===== config.mk =====
export PLATFORM = sky130hd
export DESIGN_NAME = msx_conf_loader
export DESIGN_NICKNAME = d
export VERILOG_FILES = /design/src/hdl/msx_cfg_pkg.sv /design/src/hdl/msx_layout_pkg.sv /design/src/hdl/conf_reader.sv /design/src/hdl/conf_fifo.sv /design/src/hdl/slot_layout_table.sv /design/src/hdl/block_loader.sv /design/src/hdl/msx_conf_loader.sv
export SDC_FILE = /design/constraint.sdc
export NUM_CORES = 2
export LEC_CHECK = 0
export BUFFER_PORTS_ARGS = -buffer_cell sky130_fd_sc_hd__buf_2
export CAP_MARGIN = 20
export CORE_ASPECT_RATIO = 1.75
export CORE_MARGIN = 8
export CORE_UTILIZATION = 40
export DETAILED_ROUTE_END_ITERATION = 16
export PLACE_DENSITY = 0.62
export SLEW_MARGIN = 20
export SYNTH_ARGS = -nofsm -noshare
export SYNTH_HDL_FRONTEND = slang
export SYNTH_SLANG_ARGS = --single-unit

===== constraint.sdc =====
create_clock -name clk -period 10.4 [get_ports clk]
set_input_delay 2.6 -clock clk [delete_from_list [all_inputs] [get_ports clk]]
set_output_delay 2.6 -clock clk [all_outputs]
set_load 0.01 [all_outputs]

===== src/hdl/msx_cfg_pkg.sv =====
package msx_cfg_pkg;

    localparam int conf_bytes     = 8;
    localparam int ram_page_bytes = 16384;   // Bytes per RAM size unit
    localparam int fifo_depth     = 4;

    typedef logic [7:0]  conf_byte_t;
    typedef logic [26:0] image_size_t;
    typedef logic [27:0] ddr_addr_t;
    typedef logic [26:0] ram_addr_t;

    // One image record, byte 0 in the top bits
    typedef struct packed {
        conf_byte_t [0:conf_bytes-1] data;
        logic                        last;   // No more data in the image
    } conf_record_t;

    typedef enum logic [7:0] {
        CONF_BLOCK = 8'h01
    } conf_t;

    typedef enum logic [7:0] {
        BLOCK_RAM    = 8'd0,
        BLOCK_MAPPER = 8'd5,
        BLOCK_DEVICE = 8'd6
    } block_t;

    typedef enum logic [2:0] {
        PATTERN_FF   = 3'd1,
        PATTERN_ZERO = 3'd2,
        PATTERN_03   = 3'd3,
        PATTERN_04   = 3'd4,
        PATTERN_05   = 3'd5
    } pattern_t;

    typedef enum logic [2:0] {
        ERR_NONE,
        ERR_BAD_MSX_CONF,
        ERR_NOT_SUPPORTED_CONF,
        ERR_NOT_SUPPORTED_BLOCK,
        ERR_DEVICE_MISSING,
        ERR_BAD_PATTERN
    } error_t;

    localparam logic [23:0] header_magic = {"M", "S", "x"};

endpackage


===== src/hdl/msx_layout_pkg.sv =====
package msx_layout_pkg;

    localparam int layout_entries    = 64;
    localparam int max_dev_instances = 3;

    // Slot in bits 5:4, subslot in 3:2, page in 1:0
    typedef logic [5:0] slot_index_t;

    typedef logic [3:0] mapper_t;    // 0 none, 1 offset, others passed on
    typedef logic [3:0] device_t;    // 0 none
    typedef logic [1:0] dev_num_t;
    typedef logic [3:0] ram_ref_t;

    typedef struct packed {
        mapper_t  mapper;
        device_t  device;
        dev_num_t dev_num;
        ram_ref_t ram_ref;
        logic [1:0] offset;
    } slot_entry_t;

    typedef struct packed {
        slot_index_t idx;
        slot_entry_t entry;
        logic        wr_mem;     // ram_ref and offset
        logic        wr_mapper;
        logic        wr_device;  // device and dev_num
    } layout_wr_t;

endpackage


===== src/hdl/conf_reader.sv =====
`timescale 1ns/1ps

module conf_reader (
    input  logic                       clk,
    input  logic                       rst_n,
    input  logic                       load,
    input  logic                       abort,
    input  msx_cfg_pkg::image_size_t   image_size,
    input  msx_cfg_pkg::conf_byte_t    ddr3_dout,
    input  logic                       ddr3_ready,
    input  logic                       fifo_full,
    output msx_cfg_pkg::ddr_addr_t     ddr3_addr,
    output logic                       ddr3_rd,
    output logic                       push,
    output msx_cfg_pkg::conf_record_t  push_record
);
    import msx_cfg_pkg::*;

    logic        active;
    logic        pending;    // Read accepted, byte not yet taken
    image_size_t count;
    conf_byte_t [0:conf_bytes-1] rec_data;
    logic        rec_last;
    logic        take;

    assign take = active && !load && !abort && pending && !ddr3_rd && ddr3_ready;

    assign push_record.data = rec_data;
    assign push_record.last = rec_last;

    always_ff @(posedge clk) begin
        if (take) begin
            rec_data[count[2:0]] <= ddr3_dout;
        end
    end

    always_ff @(posedge clk) begin
        if (!rst_n) begin
            active    <= 1'b0;
            pending   <= 1'b0;
            ddr3_rd   <= 1'b0;
            push      <= 1'b0;
            rec_last  <= 1'b0;
            ddr3_addr <= '0;
            count     <= '0;
        end else begin
            push <= 1'b0;
            if (load) begin
                active    <= 1'b1;
                pending   <= 1'b0;
                ddr3_rd   <= 1'b0;
                rec_last  <= 1'b0;
                ddr3_addr <= '0;
                count     <= '0;
            end else if (abort) begin
                active  <= 1'b0;
                pending <= 1'b0;
                ddr3_rd <= 1'b0;
            end else if (active) begin
                if (ddr3_rd && ddr3_ready) begin
                    ddr3_addr <= ddr3_addr + 1'b1;
                    ddr3_rd   <= 1'b0;
                    pending   <= 1'b1;
                end else if (take) begin
                    count   <= count + 1'b1;
                    pending <= 1'b0;
                    if (count[2:0] == 3'(conf_bytes - 1)) begin
                        push <= 1'b1;                   // Record complete
                    end
                end else if (!pending && !ddr3_rd && !push && !fifo_full) begin
                    if (count == image_size) begin
                        push     <= 1'b1;               // End marker, partial bytes dropped
                        rec_last <= 1'b1;
                        active   <= 1'b0;
                    end else begin
                        ddr3_rd <= 1'b1;
                    end
                end
            end
        end
    end

endmodule


===== src/hdl/conf_fifo.sv =====
`timescale 1ns/1ps

module conf_fifo (
    input  logic                       clk,
    input  logic                       rst_n,
    input  logic                       flush,
    input  logic                       push,
    input  msx_cfg_pkg::conf_record_t  push_record,
    input  logic                       pop,
    output msx_cfg_pkg::conf_record_t  head,
    output logic                       full,
    output logic                       empty
);
    import msx_cfg_pkg::*;

    conf_record_t mem [fifo_depth];
    logic [$clog2(fifo_depth)-1:0] wr_ptr;
    logic [$clog2(fifo_depth)-1:0] rd_ptr;
    logic [$clog2(fifo_depth):0]   used;
    logic do_push;
    logic do_pop;

    assign full    = (used == fifo_depth);
    assign empty   = (used == '0);
    assign do_push = push && !full;
    assign do_pop  = pop && !empty;
    assign head    = mem[rd_ptr];

    always_ff @(posedge clk) begin
        if (do_push) begin
            mem[wr_ptr] <= push_record;
        end
    end

    always_ff @(posedge clk) begin
        if (!rst_n || flush) begin
            wr_ptr <= '0;
            rd_ptr <= '0;
            used   <= '0;
        end else begin
            if (do_push) wr_ptr <= wr_ptr + 1'b1;
            if (do_pop)  rd_ptr <= rd_ptr + 1'b1;
            used <= used + do_push - do_pop;
        end
    end

endmodule


===== src/hdl/slot_layout_table.sv =====
`timescale 1ns/1ps

module slot_layout_table (
    input  logic                         clk,
    input  logic                         rst_n,
    input  msx_layout_pkg::slot_index_t  clear_idx,
    input  logic                         clear,
    input  msx_layout_pkg::layout_wr_t   wr,
    input  logic                         wr_en,
    input  msx_layout_pkg::slot_index_t  rd_addr,
    output msx_layout_pkg::slot_entry_t  rd_data,
    output logic [3:0]                   slot_expander_en
);
    import msx_layout_pkg::*;

    slot_entry_t mem [layout_entries];

    always_ff @(posedge clk) begin
        if (clear) begin
            mem[clear_idx] <= '{mapper: '0, device: '0, dev_num: '0, ram_ref: '0,
                                offset: clear_idx[1:0]};   // Identity page offset
        end else if (wr_en) begin
            if (wr.wr_mem) begin
                mem[wr.idx].ram_ref <= wr.entry.ram_ref;
                mem[wr.idx].offset  <= wr.entry.offset;
            end
            if (wr.wr_mapper) mem[wr.idx].mapper <= wr.entry.mapper;
            if (wr.wr_device) begin
                mem[wr.idx].device  <= wr.entry.device;
                mem[wr.idx].dev_num <= wr.entry.dev_num;
            end
        end
        rd_data <= mem[rd_addr];
    end

    always_ff @(posedge clk) begin
        if (!rst_n) begin
            slot_expander_en <= '0;
        end else if (clear && clear_idx == '0) begin
            slot_expander_en <= '0;
        end else if (wr_en && wr.idx[3:2] != 2'd0) begin
            slot_expander_en[wr.idx[5:4]] <= 1'b1;   // Subslot in use
        end
    end

endmodule


===== src/hdl/block_loader.sv =====
`timescale 1ns/1ps

module block_loader (
    input  logic                         clk,
    input  logic                         rst_n,
    input  logic                         load,
    input  msx_cfg_pkg::conf_record_t    head,
    input  logic                         empty,
    input  logic                         sdram_ready,
    input  msx_layout_pkg::slot_index_t  layout_rd_addr,
    output logic                         pop,
    output logic                         abort,
    output msx_cfg_pkg::ram_addr_t       ram_addr,
    output msx_cfg_pkg::conf_byte_t      ram_din,
    output logic                         ram_ce,
    output msx_layout_pkg::slot_entry_t  layout_rd_data,
    output logic [3:0]                   slot_expander_en,
    output logic                         msx_type,
    output logic                         busy,
    output logic                         done,
    output msx_cfg_pkg::error_t          error
);
    import msx_cfg_pkg::*;
    import msx_layout_pkg::*;

    typedef enum logic [2:0] {
        st_idle,
        st_clean,
        st_header,
        st_record,
        st_fill,
        st_layout
    } state_t;

    state_t      state;
    slot_index_t clear_idx;
    ram_ref_t    ram_ref;
    ram_addr_t   fill_left;
    ram_addr_t   fill_start;
    pattern_t    pattern;
    layout_wr_t  wr_q;
    logic [1:0]  pages_left;
    logic [max_dev_instances-1:0] dev_alloc [2**$bits(device_t)];
    block_t      blk;
    device_t     dev_type;
    dev_num_t    free_num;
    logic        free_found;
    error_t      fail_code;
    logic [8:0]  fill_pos;

    assign blk      = block_t'(head.data[2]);
    assign dev_type = device_t'(head.data[3][3:0]);
    assign pop      = !empty && (state == st_header || state == st_record);
    assign ram_ce   = (state == st_fill) && sdram_ready;
    assign fill_pos = ram_addr[8:0] - fill_start[8:0];

    always_comb begin
        free_found = 1'b0;
        free_num   = '0;
        for (int i = max_dev_instances - 1; i >= 0; i--) begin
            if (!dev_alloc[dev_type][i]) begin
                free_found = 1'b1;
                free_num   = dev_num_t'(i);   // Lowest free wins
            end
        end
    end

    always_comb begin
        fail_code = ERR_NONE;
        if (state == st_header && !empty) begin
            if (head.last || {head.data[0], head.data[1], head.data[2]} != header_magic) begin
                fail_code = ERR_BAD_MSX_CONF;
            end
        end else if (state == st_record && !empty && !head.last) begin
            if (head.data[0] != CONF_BLOCK) begin
                fail_code = ERR_NOT_SUPPORTED_CONF;
            end else begin
                case (blk)
                    BLOCK_RAM:    if (!(head.data[4] inside {[8'd1:8'd5]})) fail_code = ERR_BAD_PATTERN;
                    BLOCK_MAPPER: ;
                    BLOCK_DEVICE: if (!free_found) fail_code = ERR_DEVICE_MISSING;
                    default:      fail_code = ERR_NOT_SUPPORTED_BLOCK;
                endcase
            end
        end
    end

    always_comb begin
        case (pattern)
            PATTERN_ZERO: ram_din = 8'h00;
            PATTERN_03:   ram_din = (fill_pos[8] == fill_pos[1]) ? 8'hFF : 8'h00;
            PATTERN_04:   ram_din = (fill_pos[8] != fill_pos[0]) ? 8'hFF : 8'h00;
            PATTERN_05:   ram_din = fill_pos[7] ? 8'hFF : 8'h00;
            default:      ram_din = 8'hFF;
        endcase
    end

    always_ff @(posedge clk) begin
        if (!rst_n) begin
            state     <= st_idle;
            busy      <= 1'b0;
            done      <= 1'b0;
            abort     <= 1'b0;
            error     <= ERR_NONE;
            msx_type  <= 1'b0;
            clear_idx <= '0;
            ram_ref   <= '0;
            ram_addr  <= '0;
            fill_left <= '0;
        end else begin
            done  <= 1'b0;
            abort <= 1'b0;
            if (load) begin
                state     <= st_clean;
                busy      <= 1'b1;
                error     <= ERR_NONE;
                clear_idx <= '0;
                ram_ref   <= '0;
                ram_addr  <= '0;
            end else if (fail_code != ERR_NONE) begin
                state <= st_idle;
                busy  <= 1'b0;
                abort <= 1'b1;
                error <= fail_code;
            end else begin
                case (state)
                    st_clean: begin
                        clear_idx <= clear_idx + 1'b1;
                        if (clear_idx == slot_index_t'(layout_entries - 1)) state <= st_header;
                    end
                    st_header: begin
                        if (!empty) begin
                            msx_type <= head.data[3][0];   // 1 for MSX2
                            state    <= st_record;
                        end
                    end
                    st_record: begin
                        if (!empty) begin
                            if (head.last) begin
                                state <= st_idle;
                                busy  <= 1'b0;
                                done  <= 1'b1;
                            end else if (blk == BLOCK_RAM) begin
                                ram_ref   <= ram_ref + 1'b1;
                                fill_left <= ram_addr_t'(head.data[3] * ram_page_bytes);
                                state     <= (head.data[3] == '0) ? st_layout : st_fill;
                            end else begin
                                state <= st_layout;
                            end
                        end
                    end
                    st_fill: begin
                        if (sdram_ready) begin
                            ram_addr  <= ram_addr + 1'b1;
                            fill_left <= fill_left - 1'b1;
                            if (fill_left == ram_addr_t'(1)) state <= st_layout;
                        end
                    end
                    st_layout: begin
                        if (pages_left == 2'd0) state <= st_record;
                    end
                    default: state <= st_idle;
                endcase
            end
        end
    end

    // Block decode and per-page write data
    always_ff @(posedge clk) begin
        if (pop && state == st_record) begin
            wr_q.idx       <= head.data[1][7:2];
            pages_left     <= head.data[1][1:0];
            wr_q.wr_mem    <= (blk == BLOCK_RAM) || (blk == BLOCK_MAPPER && head.data[4][7]);
            wr_q.wr_mapper <= (blk == BLOCK_MAPPER);
            wr_q.wr_device <= (blk == BLOCK_DEVICE);
            wr_q.entry.mapper  <= mapper_t'(head.data[3][3:0]);
            wr_q.entry.device  <= dev_type;
            wr_q.entry.dev_num <= free_num;
            // A mapper offset binds the pages to the last RAM block
            wr_q.entry.ram_ref <= (blk == BLOCK_RAM) ? ram_ref : ram_ref - 1'b1;
            wr_q.entry.offset  <= (blk == BLOCK_RAM) ? 2'd0 : head.data[4][1:0];
            pattern    <= pattern_t'(head.data[4][2:0]);
            fill_start <= ram_addr;
        end else if (state == st_layout) begin
            wr_q.idx[1:0]     <= wr_q.idx[1:0] + 2'd1;   // Page wraps mod 4
            wr_q.entry.offset <= wr_q.entry.offset + 2'd1;
            pages_left        <= pages_left - 2'd1;
        end
    end

    always_ff @(posedge clk) begin
        if (state == st_clean) begin
            dev_alloc[clear_idx[3:0]] <= '0;
        end else if (pop && state == st_record && blk == BLOCK_DEVICE
                     && fail_code == ERR_NONE && !head.last) begin
            dev_alloc[dev_type][free_num] <= 1'b1;
        end
    end

    slot_layout_table i_slot_layout_table (
        .clk              (clk),
        .rst_n            (rst_n),
        .clear_idx        (clear_idx),
        .clear            (state == st_clean),
        .wr               (wr_q),
        .wr_en            (state == st_layout),
        .rd_addr          (layout_rd_addr),
        .rd_data          (layout_rd_data),
        .slot_expander_en (slot_expander_en)
    );

endmodule


===== src/hdl/msx_conf_loader.sv =====
`timescale 1ns/1ps

module msx_conf_loader (
    input  logic                         clk,
    input  logic                         rst_n,
    input  logic                         ioctl_download,
    input  logic [15:0]                  ioctl_index,
    input  msx_cfg_pkg::image_size_t     ioctl_addr,
    input  logic                         reload,
    input  msx_cfg_pkg::conf_byte_t      ddr3_dout,
    input  logic                         ddr3_ready,
    output msx_cfg_pkg::ddr_addr_t       ddr3_addr,
    output logic                         ddr3_rd,
    input  logic                         sdram_ready,
    output msx_cfg_pkg::ram_addr_t       ram_addr,
    output msx_cfg_pkg::conf_byte_t      ram_din,
    output logic                         ram_ce,
    input  msx_layout_pkg::slot_index_t  layout_rd_addr,
    output msx_layout_pkg::slot_entry_t  layout_rd_data,
    output logic [3:0]                   slot_expander_en,
    output logic                         msx_type,
    output logic                         busy,
    output logic                         done,
    output msx_cfg_pkg::error_t          error
);
    import msx_cfg_pkg::*;

    logic         download_q;
    logic         dl_end;
    logic         load;
    logic         abort;
    image_size_t  image_size;
    logic         push;
    logic         pop;
    logic         fifo_full;
    logic         fifo_empty;
    conf_record_t push_record;
    conf_record_t head;

    // Image download finished on index 1
    assign dl_end = download_q && !ioctl_download && ioctl_index[5:0] == 6'd1;

    always_ff @(posedge clk) begin
        if (!rst_n) begin
            download_q <= 1'b0;
            load       <= 1'b0;
            image_size <= '0;
        end else begin
            download_q <= ioctl_download;
            load       <= dl_end || reload;
            if (dl_end) image_size <= ioctl_addr;
        end
    end

    conf_reader i_conf_reader (
        .clk         (clk),
        .rst_n       (rst_n),
        .load        (load),
        .abort       (abort),
        .image_size  (image_size),
        .ddr3_dout   (ddr3_dout),
        .ddr3_ready  (ddr3_ready),
        .fifo_full   (fifo_full),
        .ddr3_addr   (ddr3_addr),
        .ddr3_rd     (ddr3_rd),
        .push        (push),
        .push_record (push_record)
    );

    conf_fifo i_conf_fifo (
        .clk         (clk),
        .rst_n       (rst_n),
        .flush       (abort || load),   // Drop leftovers of a previous load
        .push        (push),
        .push_record (push_record),
        .pop         (pop),
        .head        (head),
        .full        (fifo_full),
        .empty       (fifo_empty)
    );

    block_loader i_block_loader (
        .clk              (clk),
        .rst_n            (rst_n),
        .load             (load),
        .head             (head),
        .empty            (fifo_empty),
        .sdram_ready      (sdram_ready),
        .layout_rd_addr   (layout_rd_addr),
        .pop              (pop),
        .abort            (abort),
        .ram_addr         (ram_addr),
        .ram_din          (ram_din),
        .ram_ce           (ram_ce),
        .layout_rd_data   (layout_rd_data),
        .slot_expander_en (slot_expander_en),
        .msx_type         (msx_type),
        .busy             (busy),
        .done             (done),
        .error            (error)
    );

endmodule


## Word-level counts from Yosys, hierarchy flattened

Memory sizes are Yosys's and may differ from the RTL's. A register that Yosys moved wholly into a read port is not among the register bits.
Cells that the tools add are included.

| cells by class | value |
|---|---|
| equal/unequal tests | 38 |
| $lt $le $gt $ge | 8 |
| bitwise logic cells | 12 |
| $add $sub $neg | 15 |
| multiplexer cells | 100 |
| reductions and logical operators | 80 |

Operator list:

| operator | count |
|---|---|
| 2-to-1 mux 27 bit | 4 |
| bitwise mux 64 bit | 1 |
| adder 27 x 1 -> 27 bit (second input constant) | 2 |
| case mux 27 bit (2 select lines) | 1 |
| 2-to-1 mux 1 bit | 51 |
| 2-to-1 mux 3 bit | 17 |
| 2-to-1 mux 8 bit | 4 |
| case mux 8 bit (4 select lines) | 1 |
| logical AND 1 bit | 29 |
| adder 28 x 1 -> 28 bit (second input constant) | 1 |
| equality test 27 x 1 -> 1 bit (second input constant) | 1 |
| equality test 27 bit | 1 |
| subtractor 27 x 1 -> 27 bit (second input constant) | 1 |
| demux 8 bit (select 3 bit) | 1 |
| 2-to-1 mux 2 bit | 12 |
| inequality test 24 x 23 -> 1 bit (second input constant) | 1 |
| equality test 3 bit (second input constant) | 6 |
| AND reduction 6 bit | 3 |
| equality test 8 x 3 -> 1 bit (second input constant) | 2 |
| zero test 8 bit | 2 |
| 2-to-1 mux 16 bit | 1 |
| inequality test 4 bit (second input constant) | 4 |
| OR reduction 16 bit | 1 |
| case mux 3 bit (5 select lines) | 1 |
| other kinds (47) | 105 |

| storage, ports and cells | value |
|---|---|
| logic and storage cells | 301 |
| memories | 3 |
| bits in writable memories | 1,332 |
| register bits | 273 |
| input port bits | 63 |
| output and inout bits | 91 |

Memories:

| memory | depth | width | rd ports | clocked after memory_dff | write ports | RTL line | source |
|---|---|---|---|---|---|---|---|
| i_block_loader.i_slot_layout_table.mem | 64 | 16 | 1 | 1 | 1 | slot_layout_table.sv:16 | `slot_entry_t mem [layout_entries];` |
| i_conf_fifo.mem | 4 | 65 | 1 | 1 | 1 | conf_fifo.sv:16 | `conf_record_t mem [fifo_depth];` |
| i_block_loader.dev_alloc | 16 | 3 | 1 | 0 | 1 | block_loader.sv:43 | `logic [max_dev_instances-1:0] dev_alloc [2**$bits(device_t)];` |

## Logic depth before layout (Yosys ltp)

An unclocked memory read counts as a cell.

| logic depth | value |
|---|---|
| depth in word-level cells | 17 |
| depth in mapped cells | 14 |
| depth with buffers taken out | 12 |

## By module

From an unflattened synthesis, not the netlist that was laid out.

| second synthesis, totals | value |
|---|---|
| cell total of the unflattened synthesis | 3,835 |
| area, all modules | 65,440.3 µm² |

By module, submodules not included:

| module | times used | area an instance (µm²) | cells an instance | sequential area each (µm²) |
|---|---|---|---|---|
| slot_layout_table | 1 | 41,269.6 | 2,076 | 31,149.9 |
| conf_fifo | 1 | 9,844.4 | 391 | 7,987.7 |
| block_loader | 1 | 8,010.2 | 808 | 3,973.8 |
| conf_reader | 1 | 5,144.9 | 435 | 3,123.0 |
| msx_conf_loader | 1 | 1,171.1 | 125 | 580.6 |

## Worst setup path before layout

OpenSTA, ideal clock, no wires.

| timing path | value |
|---|---|
| path type | reg-to-output |
| from | register i_block_loader.ram_addr[0] |
| to | output port ram_din[1] |
| buffers on the path | 1 |
| arrival time | 3,017 ps |
| data required time | 7,800 ps |
| stages on the path, launching flop included | 14 |
| setup slack | 4,783 ps |
| cell sequence | dfxtp_1 inv_1 ha_1 inv_1 fa_1 a21o_1 a21oi_1 o21ai_0 a21oi_1 o21ai_0 xnor2_1 nor4b_1 nor4_1 buf_4 |

| on the way | value |
|---|---|
| word-level cells in the longest chain between the ends | 4 |
| elaborated cells between the ends (all ways) | 7 |
| those cells by class | add/sub (1); eq/ne (2); mux (4) |

Ends and longest elaborated chain:

| what | RTL line | source |
|---|---|---|
| start: declaration | block_loader.sv:13 | `output msx_cfg_pkg::ram_addr_t ram_addr,` |
| start signal: assignment | block_loader.sv:154 | `ram_addr <= ram_addr + 1'b1;` |
| subtractor 9 bit (*) | block_loader.sv:55 | `assign fill_pos = ram_addr[8:0] - fill_start[8:0];` |
| inequality test 1 bit / equality test 1 bit (equally long branches) | block_loader.sv:92, block_loader.sv:91 |  |
| 2-to-1 mux 8 bit (on tied branches) | block_loader.sv:92, block_loader.sv:91 |  |
| case mux 8 bit (4 select lines) (*) | block_loader.sv:89 | `case (pattern)` |
| end: declaration | msx_conf_loader.sv:16 | `output msx_cfg_pkg::conf_byte_t ram_din,` |

Mark *: on every way between the ends. The rest lies on a longest branch, timed or not.

## Worst setup path in the final report

| timing path | value |
|---|---|
| from | register i_block_loader.ram_addr[0] |
| to | output port ram_din[7] |

The elaborated chain is that of the path after synthesis.

==> out/metrics.csv <==
stage,metric,value,unit
global_routing,first-pass GRT wire length,202,mm
setup_path,reg-to-reg setup timing slack,5.64,ns
cells_and_area,Finished Cell Area,67400,um2
setup_path,CP Max Fanout,8,
hold_path,Hold Crit Start,i_block_loader.fill_left[13],
clock_network,Hold Buf Count CTS,0,
cells_and_area,most frequent cells in the layout,"edfxtp_1 (1311), nor2_1 (441), mux4_2 (368)",
logic_synthesis,yosys warns,0,
pwr,Pwr per Cell Area,178,nW/um2
cells_and_area,"commonest non-fill, non-tap cell in the layout",edfxtp_1,
floorplan,IO Pins,154,
route,# DRC,0,
logic_synthesis,synthesized area,59700,um2
setup_path,Critical Path Start,i_block_loader.ram_addr[0],
logic_synthesis,sequential fraction of the synthesis area,72.4,%
setup_path,startpoint type of the worst setup path,register,
timing,Slew @ Worst Pin,1.07,ns
cells_and_area,Seq. cell area,43200,um2
global_routing,pin count of the biggest net entering global routing,117,
timing,min Tclk post-route,6.29,ns
floorplan,total die area,162000,um2
timing,Setup-failing EPs final,0,
placement,placed cell area,62700,um2
setup_path,R2R depth,10,
floorplan,Starting Density,40.2,%
clock_network,Worst-path clk slew,0.07,ns
clock_network,Root Driver,clkbuf_16,
clock_network,Post-CTS Resized,0,
clock_network,Clock Latency Late Sink,0.79,ns
hold_path,hold path cells,2,
global_routing,remaining global-route overflow,0,
logic_synthesis,Seq cells post-synth,1503,
job,# Max-Cap Violations,0,
setup_path,Reg-to-Reg End,i_block_loader.fill_left[9],
outcome,outcome,completed,
hold_path,WHS Endpoint,i_block_loader.fill_left[13],
route,post-route ant nets,0,
logic_synthesis,post-synth net total,3468,
placement,GP Congestion,0.793,
setup_path,endpoint class of the critical path,output port,
setup_path,critical path class,reg2out,
logic_synthesis,average size of a mapped cell,17.7,um2
logic_synthesis,Post-Synthesis Cells,3378,
clock_network,clock tree buffer depth,3,
global_routing,initial antenna violation count,2,
logic_synthesis,unique cell type count in the Yosys netlist,68,
route,vias,30000,
route,routed length per instance,23.8,um
setup_path,arrival time worst endpoint,3.69,ns
timing,RSZ-0062 raised after global routing,false,
timing,part of the cycle the worst path needs,60.5,%
floorplan,Die Y,527,um
pwr,Worst VDD drop,0.000146,V
hold_path,Min-Delay Path Class,reg2reg,
cells_and_area,share of cells above drive strength 1,22.6,%
setup_path,Worst EP required,7.80,ns
timing,Final Hold Viols,0,
route,Routed WL,134,mm
timing,setup total negative slack,0,ns
floorplan,num rows,187,
pwr,Lkg Pwr,23.8,nW
clock_network,# clock sinks,1503,
logic_synthesis,ys async rst share,0,%
clock_network,Num CTS Buffers,135,
clock_network,H-tree depth,4,
logic_synthesis,number of enable flip-flop cells after synthesis,1311,
route,drt first pass iters,5,
global_routing,Total GRT Usage,16.4,%
logic_synthesis,"Top FF cell, synth",edfxtp_1,
placement,Port Buf Inserts,143,
cells_and_area,area grow syn2layout,13.0,%
placement,DP HPWL,87.7,mm
clock_network,"Setup Fix Bufs, Post-CTS",0,
clock_network,CTS tree,built,
cells_and_area,final net count,3623,
floorplan,Die X,308,um
timing,relative slew slack,28.4,%
cells_and_area,Filler cells,12800,
route,Via density,5.33,
timing,clk_skew,0.0415,ns
timing,Slew Limit Fails,0,
floorplan,core area,148000,um2
timing,fmax,159,MHz
route,Detailed Route Iter0 Violations,2040,
global_routing,number of global-route vias before repair,32100,
cells_and_area,area of the multi-input gates,15700,um2
area by class of cell:
type	instances	area share [%]
flip-flops and latches	1503	64.1
multi-input cells	1659	23.3
clock buffers	165	5.37
well taps	1984	3.68
repair buffers	191	1.71
clock inverters	81	1.63
inverters	43	0.239
diodes	1	0.00371
how the worst max path moves through the flow:
stage / to / slack (ns) / cells after the start
4_1_cts: ram_din[0] / 3.62 / 13
3_5_place_dp: i_block_loader.i_slot_layout_table.rd_data[4] / 4.30 / 5
2_1_floorplan: ram_din[1] / 4.78 / 13
3_3_place_gp: i_block_loader.i_slot_layout_table.rd_data[4] / 4.32 / 5
6_report: ram_din[7] / 4.11 / 13
5_1_grt: ram_din[2] / 3.84 / 13
cells in the mapped netlist, types with 41 or more instances:
cell type / instances / area, um2
xnor2_1: 48 / 420
xor2_1: 62 / 543
mux4_2: 368 / 8290
a21oi_1: 71 / 355
nand2_1: 143 / 537
inv_1: 41 / 154
o21ai_0: 57 / 285
mux2i_1: 70 / 701
clkbuf_1: 119 / 447
nor2_1: 442 / 1660
edfxtp_1: 1311 / 39400
dfxtp_1: 192 / 3840
power breakdown:
part           internal, mW  switching (mW)  leakage, nW
clock network          2.94            2.31         2.27
logic                 0.103           0.151         5.89
registers              6.47         0.00646         15.6
total                  9.52            2.47         23.8
state kept, by name, summed over array words and instances, names as in the netlist, 3 cells and up, named ones only:
signal and count:
i_block_loader.i_slot_layout_table.slot_expander_en 4, i_block_loader.i_slot_layout_table.mem 1024, i_block_loader.ram_addr 27, i_block_loader.ram_ref 4
i_conf_reader.ddr3_addr 28, i_block_loader.wr_q 21, image_size 27, i_block_loader.clear_idx 6
i_block_loader.i_slot_layout_table.rd_data 16, i_block_loader.fill_left 27, i_conf_reader.count 27, i_conf_fifo.used 3
i_conf_reader.push_record 40, i_block_loader.dev_alloc 48, i_block_loader.pattern 3, i_block_loader.state 3
i_conf_fifo.mem 164, i_block_loader.fill_start 9, i_block_loader.error 3
critical path, stage by stage (launching register included):
cell     delay, ns
dfxtp_1       0.39
inv_1         0.09
ha_1          0.16
inv_1         0.06
fa_1          0.40
a21o_1        0.16
a21oi_1       0.14
o21ai_0       0.09
a21oi_1       0.14
o21ai_0       0.17
xnor2_1       0.19
nor4b_1       0.07
nor4_2        0.60
buf_2         0.26
cells by family (layout without fill, tap and decap cells):
logic type               count (synthesis)  count (layout)  synth area share [%]
multiplexers                           440             440                  15.1
adder cells (fa/ha/maj)                 27              27                 0.591
AND/OR/NAND/NOR                        870             870                  6.69
AO/OA/AOI/OAI                          212             212                  2.15
XOR/XNOR                               110             110                  1.61
other                                    0               1                     0
flip-flops                            1503            1503                  72.4
buffers and inverters                  216             480                  1.47
layer usage:
layer | GRT usage, % | part of all wire [%] | up-vias
li1 | - | - | 13600
met1 | 18.2 | 36 | 15600
met2 | 31.6 | 56 | 638
met3 | 2.65 | 4.3 | 199
met4 | 5.62 | 3.0 | 2
met5 | 0 | 0.0097 | -
per-stage QoR:
stage          util (%)  total power [mW]  hold slack, ns  cells  setup slack (ns)
6_report           45.5              12.0           0.461   5627              4.11
5_1_grt            45.5              12.3           0.483   5627              3.84
4_1_cts            45.4              12.1           0.466   5625              3.62
3_5_place_dp       42.2              6.87           0.457   5379              4.30
3_3_place_gp       42.2              6.87           0.440   5379              4.32
2_1_floorplan         -              6.78           0.432   3378              4.78
Note: power is estimated with default switching activity, not from simulation.
